<file path="config.mk">
export PLATFORM = sky130hd
export DESIGN_NAME = mmu_xlate_top
export DESIGN_NICKNAME = d
export VERILOG_FILES = /design/src/hw/tlb_pkg.sv /design/src/hw/tlb_array.sv /design/src/hw/xlate_fifo.sv /design/src/hw/xlate_check.sv /design/src/hw/mmu_xlate_top.sv
export VERILOG_INCLUDE_DIRS = /design/src /design/src/hw
export SDC_FILE = /design/constraint.sdc
export NUM_CORES = 2
export LEC_CHECK = 0
export BUFFER_PORTS_ARGS = -buffer_cell sky130_fd_sc_hd__clkbuf_2
export CAP_MARGIN = 20
export CORE_UTILIZATION = 60
export DETAILED_ROUTE_END_ITERATION = 6
export PLACE_DENSITY_LB_ADDON = 0.08
export SYNTH_ARGS = -nofsm -noshare
export SYNTH_HDL_FRONTEND = slang
export SYNTH_HIERARCHICAL = 1
export SYNTH_SLANG_ARGS = --single-unit
</file>
<file path="constraint.sdc">
create_clock -name clk -period 4.2 [get_ports clk]
set_input_delay 0.42 -clock clk [delete_from_list [all_inputs] [get_ports clk]]
set_output_delay 0.42 -clock clk [all_outputs]
set_load 0.005 [all_outputs]
</file>
<file path="src/hw/tlb_params.svh">
// tlb sizing macros
// entry count, address widths and result queue depth for the translation slice

`ifndef TLB_PARAMS_SVH
`define TLB_PARAMS_SVH

// ==================================================
// tlb array
// ==================================================
`define TLB_ENTRY_NUM 16
`define TLB_IDX_W     4

// address widths
`define TLB_VALEN     32
`define TLB_PALEN     32
`define TLB_ASID_W    10

// ==================================================
// result queue
// ==================================================
`define XQ_DEPTH      4
`define XQ_PTR_W      2

`endif

</file>
<file path="src/hw/tlb_pkg.sv">
// tlb types
// entry, search, maintenance and translation result structs plus the
// access, invtlb and exception encodings

`include "tlb_params.svh"

package tlb_pkg;

  // ==================================================
  // encodings
  // ==================================================
  typedef enum logic [1:0] {
    ACC_LOAD  = 2'd0,
    ACC_STORE = 2'd1,
    ACC_FETCH = 2'd2
  } acc_op_e;

  // invtlb op field, codes 0 to 6
  typedef enum logic [2:0] {
    INV_ALL0         = 3'd0,
    INV_ALL1         = 3'd1,
    INV_GLO          = 3'd2,
    INV_NGLO         = 3'd3,
    INV_NGLO_ASID    = 3'd4,
    INV_NGLO_ASID_VA = 3'd5,
    INV_ASID_VA      = 3'd6
  } inv_op_e;

  typedef enum logic [2:0] {
    XEXC_NONE   = 3'd0,
    XEXC_REFILL = 3'd1,
    XEXC_PIL    = 3'd2,
    XEXC_PIS    = 3'd3,
    XEXC_PIF    = 3'd4,
    XEXC_PPI    = 3'd5,
    XEXC_PME    = 3'd6
  } xlate_exc_e;

  // ==================================================
  // structs
  // ==================================================
  // one half of the even/odd pair, ppn holds pa[31:12]
  typedef struct packed {
    logic [19:0] ppn;
    logic [1:0]  plv;
    logic [1:0]  mat;
    logic        dirty;
    logic        valid;
  } tlb_page_t;

  typedef struct packed {
    logic                    exist;
    logic [`TLB_VALEN-1:13]  vppn;
    logic [5:0]              page_size;
    logic                    glo;
    logic [`TLB_ASID_W-1:0]  asid;
    tlb_page_t               even;
    tlb_page_t               odd;
  } tlb_entry_t;

  typedef struct packed {
    logic [`TLB_VALEN-1:0]   vaddr;
    logic [`TLB_ASID_W-1:0]  asid;
    acc_op_e                 acc;
    logic [1:0]              cur_plv;
  } tlb_search_req_t;

  // registered search result, request carried along for the check stage
  typedef struct packed {
    logic                    found;
    logic [`TLB_IDX_W-1:0]   idx;
    logic [5:0]              page_size;
    tlb_page_t               page;
    tlb_search_req_t         req;
  } tlb_search_rsp_t;

  typedef struct packed {
    logic [`TLB_IDX_W-1:0]   idx;
    tlb_entry_t              entry;
  } tlb_write_req_t;

  typedef struct packed {
    inv_op_e                 op;
    logic [`TLB_ASID_W-1:0]  asid;
    logic [`TLB_VALEN-1:13]  vppn;
  } tlb_inv_req_t;

  typedef struct packed {
    logic [`TLB_PALEN-1:0]   paddr;
    logic [1:0]              mat;
    xlate_exc_e              exc;
    logic [`TLB_IDX_W-1:0]   idx;
  } xlate_result_t;

endpackage

</file>
<file path="src/hw/tlb_array.sv">
// tlb entry array
// fully associative search with even/odd page select, indexed read (tlbrd),
// indexed write (tlbwr/tlbfill) and invtlb invalidation

`timescale 1ns/1ps
`include "tlb_params.svh"

module tlb_array (
  input  logic                     clk,
  input  logic                     rst_n,
  // search
  input  logic                     search_valid,
  input  tlb_pkg::tlb_search_req_t search_req,
  output logic                     rsp_push,
  output tlb_pkg::tlb_search_rsp_t search_rsp,
  // tlbrd
  input  logic                     read_valid,
  input  logic [`TLB_IDX_W-1:0]    read_idx,
  output tlb_pkg::tlb_entry_t      read_entry,
  // tlbwr / tlbfill
  input  logic                     write_valid,
  input  tlb_pkg::tlb_write_req_t  write_req,
  // invtlb
  input  logic                     inv_valid,
  input  tlb_pkg::tlb_inv_req_t    inv_req
);
  import tlb_pkg::*;

  // entry payload, existence kept apart so reset only touches one bit each
  tlb_entry_t                entries [`TLB_ENTRY_NUM];
  logic [`TLB_ENTRY_NUM-1:0] entry_exist;

  logic [`TLB_ENTRY_NUM-1:0] hit;
  tlb_entry_t                hit_entry;
  logic [`TLB_IDX_W-1:0]     hit_idx;
  logic                      hit_odd;
  tlb_page_t                 hit_page;

  logic [`TLB_ENTRY_NUM-1:0] inv_asid_eq;
  logic [`TLB_ENTRY_NUM-1:0] inv_va_eq;
  logic [`TLB_ENTRY_NUM-1:0] inv_hit;

  tlb_entry_t                rd_entry;

  // vppn compare, 4 MB pages ignore va[21:13]
  function automatic logic va_match(input tlb_entry_t e,
                                    input logic [`TLB_VALEN-1:13] va);
    logic small_page;
    small_page = (e.page_size == 6'd12);
    if (small_page) begin
      return e.vppn == va;
    end
    return e.vppn[`TLB_VALEN-1:22] == va[`TLB_VALEN-1:22];
  endfunction

  // ==================================================
  // search
  // ==================================================
  // matches are unique, so the hit entry and index are plain ORs
  always_comb begin
    hit_entry = '0;
    hit_idx   = '0;
    for (int i = 0; i < `TLB_ENTRY_NUM; i++) begin
      hit[i] = entry_exist[i] &&
               (entries[i].glo || (entries[i].asid == search_req.asid)) &&
               va_match(entries[i], search_req.vaddr[`TLB_VALEN-1:13]);
      if (hit[i]) begin
        hit_entry = hit_entry | entries[i];
        hit_idx   = hit_idx | `TLB_IDX_W'(i);
      end
    end
    // parity bit is the lowest vppn bit the page size leaves over
    hit_odd  = (hit_entry.page_size == 6'd12) ? search_req.vaddr[12] : search_req.vaddr[21];
    hit_page = hit_odd ? hit_entry.odd : hit_entry.even;
  end

  always_ff @(posedge clk or negedge rst_n) begin
    if (!rst_n) begin
      rsp_push <= 1'b0;
    end else begin
      rsp_push <= search_valid;
    end
  end

  always_ff @(posedge clk) begin
    if (search_valid) begin
      search_rsp.found     <= |hit;
      search_rsp.idx       <= hit_idx;
      search_rsp.page_size <= hit_entry.page_size;
      search_rsp.page      <= hit_page;
      search_rsp.req       <= search_req;
    end
  end

  // ==================================================
  // invtlb select
  // ==================================================
  always_comb begin
    for (int i = 0; i < `TLB_ENTRY_NUM; i++) begin
      inv_asid_eq[i] = (entries[i].asid == inv_req.asid);
      inv_va_eq[i]   = va_match(entries[i], inv_req.vppn);
      case (inv_req.op)
        INV_ALL0,
        INV_ALL1:         inv_hit[i] = 1'b1;
        INV_GLO:          inv_hit[i] = entries[i].glo;
        INV_NGLO:         inv_hit[i] = !entries[i].glo;
        INV_NGLO_ASID:    inv_hit[i] = !entries[i].glo && inv_asid_eq[i];
        INV_NGLO_ASID_VA: inv_hit[i] = !entries[i].glo && inv_asid_eq[i] && inv_va_eq[i];
        INV_ASID_VA:      inv_hit[i] = (entries[i].glo || inv_asid_eq[i]) && inv_va_eq[i];
        default:          inv_hit[i] = 1'b0;
      endcase
    end
  end

  // ==================================================
  // maintenance
  // ==================================================
  // write wins over invalidate in the same cycle
  always_ff @(posedge clk or negedge rst_n) begin
    if (!rst_n) begin
      entry_exist <= '0;
    end else if (write_valid) begin
      entry_exist[write_req.idx] <= write_req.entry.exist;
    end else if (inv_valid) begin
      entry_exist <= entry_exist & ~inv_hit;
    end
  end

  always_ff @(posedge clk) begin
    if (write_valid) begin
      entries[write_req.idx] <= write_req.entry;
    end
  end

  // tlbrd returns the live exist bit with the stored payload
  always_comb begin
    rd_entry       = entries[read_idx];
    rd_entry.exist = entry_exist[read_idx];
  end

  always_ff @(posedge clk) begin
    if (read_valid) begin
      read_entry <= rd_entry;
    end
  end

endmodule

</file>
<file path="src/hw/xlate_fifo.sv">
// search result queue
// circular buffer between the tlb array and the check stage, room
// is raised early to cover the search already in flight

`timescale 1ns/1ps
`include "tlb_params.svh"

module xlate_fifo (
  input  logic                     clk,
  input  logic                     rst_n,
  input  logic                     push,
  input  tlb_pkg::tlb_search_rsp_t push_data,
  input  logic                     pop,
  output tlb_pkg::tlb_search_rsp_t head,
  output logic                     not_empty,
  output logic                     room
);
  import tlb_pkg::*;

  // one slot kept back for the search accepted this cycle
  localparam int unsigned ROOM_MAX = `XQ_DEPTH - 2;

  tlb_search_rsp_t      mem [`XQ_DEPTH];
  logic [`XQ_PTR_W-1:0] wr_ptr;
  logic [`XQ_PTR_W-1:0] rd_ptr;
  logic [`XQ_PTR_W:0]   count;

  function automatic logic [`XQ_PTR_W-1:0] ptr_inc(input logic [`XQ_PTR_W-1:0] p);
    if (p == `XQ_PTR_W'(`XQ_DEPTH - 1)) begin
      return '0;
    end
    return p + 1'b1;
  endfunction

  always_ff @(posedge clk or negedge rst_n) begin
    if (!rst_n) begin
      wr_ptr <= '0;
      rd_ptr <= '0;
      count  <= '0;
    end else begin
      if (push) begin
        wr_ptr <= ptr_inc(wr_ptr);
      end
      if (pop) begin
        rd_ptr <= ptr_inc(rd_ptr);
      end
      case ({push, pop})
        2'b10:   count <= count + 1'b1;
        2'b01:   count <= count - 1'b1;
        default: count <= count;
      endcase
    end
  end

  always_ff @(posedge clk) begin
    if (push) begin
      mem[wr_ptr] <= push_data;
    end
  end

  assign head      = mem[rd_ptr];
  assign not_empty = (count != '0);
  assign room      = (32'(count) <= ROOM_MAX);

endmodule

</file>
<file path="src/hw/xlate_check.sv">
// translation check stage
// pops one queued search result, forms the physical address and
// classifies the exception, result registered for one cycle

`timescale 1ns/1ps
`include "tlb_params.svh"

module xlate_check (
  input  logic                     clk,
  input  logic                     rst_n,
  input  logic                     avail,
  input  logic                     stall,
  input  tlb_pkg::tlb_search_rsp_t head,
  output logic                     pop,
  output logic                     xlate_valid,
  output tlb_pkg::xlate_result_t   xlate_result
);
  import tlb_pkg::*;

  logic                  small_page;
  logic [`TLB_PALEN-1:0] paddr_nxt;
  logic [1:0]            mat_nxt;
  xlate_exc_e            exc_nxt;

  assign pop = avail && !stall;

  // ==================================================
  // address formation
  // ==================================================
  // a miss leaves paddr and mat at zero
  always_comb begin
    small_page = (head.page_size == 6'd12);
    if (!head.found) begin
      paddr_nxt = '0;
      mat_nxt   = '0;
    end else begin
      mat_nxt = head.page.mat;
      if (small_page) begin
        paddr_nxt = {head.page.ppn, head.req.vaddr[11:0]};
      end else begin
        paddr_nxt = {head.page.ppn[19:9], head.req.vaddr[20:0]};
      end
    end
  end

  // ==================================================
  // exception priority
  // ==================================================
  always_comb begin
    if (!head.found) begin
      exc_nxt = XEXC_REFILL;
    end else if (!head.page.valid) begin
      case (head.req.acc)
        ACC_STORE: exc_nxt = XEXC_PIS;
        ACC_FETCH: exc_nxt = XEXC_PIF;
        default:   exc_nxt = XEXC_PIL;
      endcase
    end else if (head.req.cur_plv > head.page.plv) begin
      exc_nxt = XEXC_PPI;
    end else if ((head.req.acc == ACC_STORE) && !head.page.dirty) begin
      // first store to a clean page
      exc_nxt = XEXC_PME;
    end else begin
      exc_nxt = XEXC_NONE;
    end
  end

  always_ff @(posedge clk or negedge rst_n) begin
    if (!rst_n) begin
      xlate_valid <= 1'b0;
    end else begin
      xlate_valid <= pop;
    end
  end

  always_ff @(posedge clk) begin
    if (pop) begin
      xlate_result.paddr <= paddr_nxt;
      xlate_result.mat   <= mat_nxt;
      xlate_result.exc   <= exc_nxt;
      xlate_result.idx   <= head.idx;
    end
  end

endmodule

</file>
<file path="src/hw/mmu_xlate_top.sv">
// address translation slice
// tlb array feeding a result queue feeding the check stage,
// maintenance ports go straight to the array

`timescale 1ns/1ps
`include "tlb_params.svh"

module mmu_xlate_top (
  input  logic                     clk,
  input  logic                     rst_n,
  // search path
  input  logic                     search_valid,
  input  tlb_pkg::tlb_search_req_t search_req,
  output logic                     search_room,
  input  logic                     stall,
  output logic                     xlate_valid,
  output tlb_pkg::xlate_result_t   xlate_result,
  // maintenance
  input  logic                     read_valid,
  input  logic [`TLB_IDX_W-1:0]    read_idx,
  output tlb_pkg::tlb_entry_t      read_entry,
  input  logic                     write_valid,
  input  tlb_pkg::tlb_write_req_t  write_req,
  input  logic                     inv_valid,
  input  tlb_pkg::tlb_inv_req_t    inv_req
);
  import tlb_pkg::*;

  logic            rsp_push;
  tlb_search_rsp_t search_rsp;
  tlb_search_rsp_t q_head;
  logic            q_not_empty;
  logic            q_pop;

  tlb_array tlb_array_i (
    .clk          (clk),
    .rst_n        (rst_n),
    .search_valid (search_valid),
    .search_req   (search_req),
    .rsp_push     (rsp_push),
    .search_rsp   (search_rsp),
    .read_valid   (read_valid),
    .read_idx     (read_idx),
    .read_entry   (read_entry),
    .write_valid  (write_valid),
    .write_req    (write_req),
    .inv_valid    (inv_valid),
    .inv_req      (inv_req)
  );

  xlate_fifo xlate_fifo_i (
    .clk       (clk),
    .rst_n     (rst_n),
    .push      (rsp_push),
    .push_data (search_rsp),
    .pop       (q_pop),
    .head      (q_head),
    .not_empty (q_not_empty),
    .room      (search_room)
  );

  xlate_check xlate_check_i (
    .clk          (clk),
    .rst_n        (rst_n),
    .avail        (q_not_empty),
    .stall        (stall),
    .head         (q_head),
    .pop          (q_pop),
    .xlate_valid  (xlate_valid),
    .xlate_result (xlate_result)
  );

endmodule

</file>
=== After elaboration in Yosys (flattened, before gate mapping) ===
Memory sizes are Yosys's and may differ from the RTL's. A register that Yosys moved wholly into a read port is not among the register bits.
Index checks and enable logic that the tools add are counted.

* Multiplexer cells: 152
* Reduce and logical (&&, ||, !) cells: 142
* Equality and inequality tests: 126
* $lt $le $gt $ge: 5
* $add $sub $neg: 4
* Bitwise logic cells: 17

{| class="wikitable"
|+ Operators with widths
! operator !! number
|-
| two-way mux 69 bit || 16
|-
| bitwise OR 69 bit || 15
|-
| == test 10 bit || 64
|-
| == test 19 bit || 32
|-
| == test 6 x 4 -> 1 bit (second input constant) || 18
|-
| case mux 1 bit (6 select lines) || 16
|-
| two-way mux 1 bit || 92
|-
| logical AND 1 bit || 83
|-
| logical OR 1 bit || 32
|-
| two-way mux 16 bit || 2
|-
| two-way mux 26 bit || 1
|-
| two-way mux 4 bit || 6
|-
| two-way mux 21 bit || 1
|-
| two-way mux 3 bit || 7
|-
| zero test 1 bit || 18
|-
| AND 16 bit || 1
|-
| bitwise mux 16 bit || 1
|-
| inverter 16 bit || 1
|-
| OR reduction 16 bit || 1
|-
| two-way mux 2 bit || 6
|-
| case mux 3 bit (2 select lines) || 2
|-
| < comparator 4 x 5 -> 1 bit (second input constant) || 2
|-
| == test 3 bit (second input constant) || 3
|-
| == test 2 bit (second input constant) || 4
|-
| other kinds (17) || 22
|}

* Memories kept: 2
* Register bits after elaboration: 150
* Logic and storage cells: 474
* Input port bits: 182
* Output and inout port bits: 132
* Memory bits (writable): 1756

{| class="wikitable"
|+ Memories
! name !! words !! bits a word !! read ports !! clocked after memory_dff !! wr ports !! RTL line !! text
|-
| tlb_array_i.entries || 16 || 89 || 17 || 1 || 1 || tlb_array.sv:30 || <nowiki>tlb_entry_t entries [`TLB_ENTRY_NUM];</nowiki>
|-
| xlate_fifo_i.mem || 4 || 83 || 1 || 0 || 1 || xlate_fifo.sv:23 || <nowiki>tlb_search_rsp_t mem [`XQ_DEPTH];</nowiki>
|}

=== Logic depth before layout (Yosys ltp) ===
An unclocked memory read counts as a cell.

* Word-level depth: 39
* Mapped depth: 14
* Gate-level depth less buffers: 10

=== Hierarchy ===
Netlist, hierarchy kept.

{| class="wikitable"
|+ By module, submodules not included
! module !! cells each !! times used !! sequential area each (µm²) !! area each (µm²)
|-
| tlb_array || 4493 || 1 || 47870.9 || 76133.0
|-
| xlate_fifo || 472 || 1 || 10144.7 || 12445.7
|-
| xlate_check || 121 || 1 || 1256.2 || 1737.9
|}

=== Worst setup path after synthesis ===
Ideal clock, no wire load.

* Path kind: input to register
* Start: input write_req[92] (netlist name)
* End: register tlb_array_i.entry_exist[0]
* Path buffers: 1
* Required time: 4072 ps
* Slack: -6193 ps
* Setup time: 128 ps
* Data arrival time: 10265 ps
* Stages: 4
* Path through: clkbuf_1 > nor4_1 > o22ai_1 > a22o_1

* Cells in the longest elaborated chain, start to end: 6
* Elaborated cells between the ends (all ways): 7
* Classes of those cells: order compare (2); mux (4); reduce/logical (1)

{| class="wikitable"
|+ Ends and longest elaborated chain
! element !! RTL line !! text
|-
| start, declared || mmu_xlate_top.sv:23 || <nowiki>input tlb_pkg::tlb_write_req_t write_req,</nowiki>
|-
| < comparator 4 x 5 -> 1 bit (implied by the code) / >= comparator 4 x 1 -> 1 bit (equally long branches) || tlb_array.sv:123 || <nowiki>entry_exist[write_req.idx] <= write_req.entry.exist;</nowiki>
|-
| logical AND 1 bit (implied by the code) || tlb_array.sv:123 ||
|-
| two-way mux 1 bit (implied by the code) || tlb_array.sv:123 ||
|-
| demux 1 bit (select 4 bit) * || n/a ||
|-
| bitwise mux 16 bit * || tlb_array.sv:123 ||
|-
| two-way mux 16 bit * || tlb_array.sv:122 || <nowiki>end else if (write_valid) begin</nowiki>
|-
| end signal, assigned by index || tlb_array.sv:123 ||
|-
| end signal, assigned || tlb_array.sv:125 || <nowiki>entry_exist <= entry_exist & ~inv_hit;</nowiki>
|-
| end, declared || tlb_array.sv:31 || <nowiki>logic [`TLB_ENTRY_NUM-1:0] entry_exist;</nowiki>
|}

Mark *: on every way between the ends. The rest lies on a longest branch, timed or not.
A chain may end at the register's enable or synchronous reset.

==> reports/results.txt <==
Tcrit/Tclk final: 101%
# rows: 139
CP Launch Type: register
total clock sinks: 1873
synth warn: 6
Synth Cell Area: 86700 sq um
GR met2 Demand/Resource: 60.3%
latest clock arrival within the worst-skew pair: 850 ps
worst r2r src: tlb_array_i/entries[8][78]
largest net degree at the start of global routing: 87
Initial DRC Count: 8718
Sequential Power Share: 51.1%
total die area: 146000 sq um
Max VDD drop: 0.000484 V
crit path capture type: register
CP max-delay cell: nor3_1
GR Overflow Total: 0
Sw Share: 24.2%
cell family with most CP delay: simple AND/OR/NAND/NOR gates
Leakage: 0.0326 uW
Worst Max-Slew Pin Slew: 1120 ps
routed wire length: 292000 microns
Critical Path AT: 4870 ps
Post-CTS Setup Bufs: 0
post-layout minimum cycle time: 4260 ps
Worst-path clk slew: 60 ps
min-delay src: write_req[80]
IO buf count: 313
CP Buf/Inv Count: 3
Final WS setup: -62.5 ps
CTS buffer count: 186
Synth Net Count: 5151
crit path kind: reg2reg
Vias/cell: 7.24
Setup crit start: tlb_array_i/entries[8][78]
Cells after Synth: 4960
failing checks: design-rule violations, negative setup slack
gpl congestion: 1.08
CTS H-Tree Depth: 4
Max transition margin: 24.7%
Boundary Pins: 314
layout net count: 5652
initial antenna violation count: 17
largest fanout on the critical path: 10
initial core utilization: 60.4%
endpoints failing hold: 0
global routing's busiest layer: met2
DPL Wire Length: 188000 microns
GR Util met1: 56.4%
Placed Area: 92100 sq um
chip height: 382 microns
worst hold path class: in2reg
Synth Area per Inst: 17.5 sq um
status: complete, but fails checks
cell-internal power: 33200 uW
fin cells: 7528
Comb pwr share: 11.1%
DR vias: 54500
CP Cell Sequence: xnor2_1 > buf_4 > nand4_1 > nor3_1 > nand2_1 > nor2_4 > a221oi_1 > nand4_1 > and4bb_4 > mux2i_4 > buf_12 > buf_12 > mux2_4
vias in the first global route: 54000
layout cells sized above 1: 25.8%
Final Cell Area: 99100 sq um
clk buf depth: 3
drt drc: 1
Final setup violation count: 19
CP required: 4800 ps
CTS root buffer: clkbuf_16
WL per Instance: 38.8 microns
Placed Instances: 7092
Die X: 382 microns
Max Cap Viol: 0
core area: 143000 sq um
RSZ-0062 raised after global routing: false
final clock skew: 47.0 ps
TritonCTS clock tree: built
clock power share: 37.8%
DRT Pass-1 Iters: 7
M3 GR Usage: 9.92%
fin. max-slew vios: 0
antenna-violating nets left: 0
P_sw: 10600 uW
Total Routing Usage GR: 40.2%
global-route wire length before repair: 409000 microns
fmax: 0.235 GHz
area added between synthesis and finish: 14.3%
PwrDens: 442 nW/um^2
PostCTS Resize Cnt: 0
CP max stage delay: 900 ps
[per-layer routing]
layer | vias to the layer above | share of wire (%)
li1 | 21300 | -
met1 | 27900 | 37
met2 | 4459 | 45
met3 | 823 | 13
met4 | 18 | 5.0
met5 | - | 0.041
[registers in the layout, indices dropped and copies added (netlist names)]
| register | cells |
|---|---|
| xlate_fifo_i/wr_ptr | 2 |
| tlb_array_i/entries | 1408 |
| xlate_fifo_i/rd_ptr | 2 |
| tlb_array_i/read_entry | 89 |
| xlate_fifo_i/mem | 248 |
| xlate_check_i/xlate_result | 41 |
| xlate_fifo_i/count | 3 |
| tlb_array_i/search_rsp | 62 |
| xlate_check_i/xlate_valid | 1 |
| tlb_array_i/entry_exist | 16 |
| tlb_array_i/rsp_push | 1 |
[worst reg2reg max path: stages (launching register included)]
cell and delay (ps):
edfxtp_1 510, xnor2_1 230, buf_4 140, nand4_1 190, nor3_1 910, nand2_1 250
nor2_4 260, a221oi_1 150, nand4_1 160, and4bb_4 270, mux2i_4 270, buf_12 240
buf_12 180, mux2_4 310
[cell type report]
type                    instances  area (sq um)
clock buffers                 214          4780
multi-input cells            2715         29000
diodes                          8          20.0
flip-flops and latches       1873         56100
clock inverters               130          1350
repair buffers                671          5410
well taps                    1903          2380
fillers                      9428         44400
inverters                      14          52.6
[power groups by stage]
stage	clock (uW)	combinational, uW	sequential, uW
floorplan	0	3240	22500
global placement	0	4720	22700
detailed placement	0	4770	22800
CTS	16700	4880	22400
global route	17300	5170	22500
finish	16500	4880	22400
[stage by stage]
step	total power, uW	TNS (ps)	utilization (%)	worst slack [ps]	hold WS [ps]
2_1_floorplan	25700	-1141430	-	-1460	124
3_3_place_gp	27400	-1980	64.2	-117	468
3_5_place_dp	27600	-1950	64.2	-122	485
4_1_cts	44000	0	69.1	219	0.983
5_1_grt	45000	0	69.1	42.7	29.7
6_report	43800	-840	69.1	-62.5	30.1
[cell usage in the layout, fill, tap and decap left out, types with 23 or more instances in the layout]
cell type / n
edfxtp_1: 1848
xor2_1: 575
mux4_2: 507
xnor2_1: 372
clkbuf_2: 307
a22o_1: 216
buf_4: 203
a221oi_1: 201
clkbuf_16: 187
nand4_1: 168
nor4_1: 138
dlygate4sd3_1: 82
buf_12: 73
nor2_1: 62
nor3_1: 62
nand2_1: 49
a21oi_1: 49
nand3_1: 45
clkinv_1: 42
clkinv_2: 38
a22oi_1: 33
and2_1: 30
clkbuf_1: 27
dfrtp_1: 23
[path summary, 6_finish.rpt]
check | endpoint | slack [ps] | cells after the start
max in group asynchronous | xlate_fifo_i/rd_ptr[0] | 3280 | 2
worst max register to register | tlb_array_i/search_rsp[61] | -60 | 13
worst min-delay path | tlb_array_i/entries[15][80] | 30 | 1
worst max-delay path | tlb_array_i/search_rsp[61] | -60 | 13
worst min register to register | xlate_fifo_i/mem[1][27] | 490 | 0
min in group asynchronous | tlb_array_i/rsp_push | 240 | 2
[repair_timing]
action / in CTS / in global routing
setup endpoints to repair: 0 / 0
hold buffers: 82 / 0
hold endpoints to repair: 1025 / 0
No activity file was read; power rests on OpenSTA's default activity.
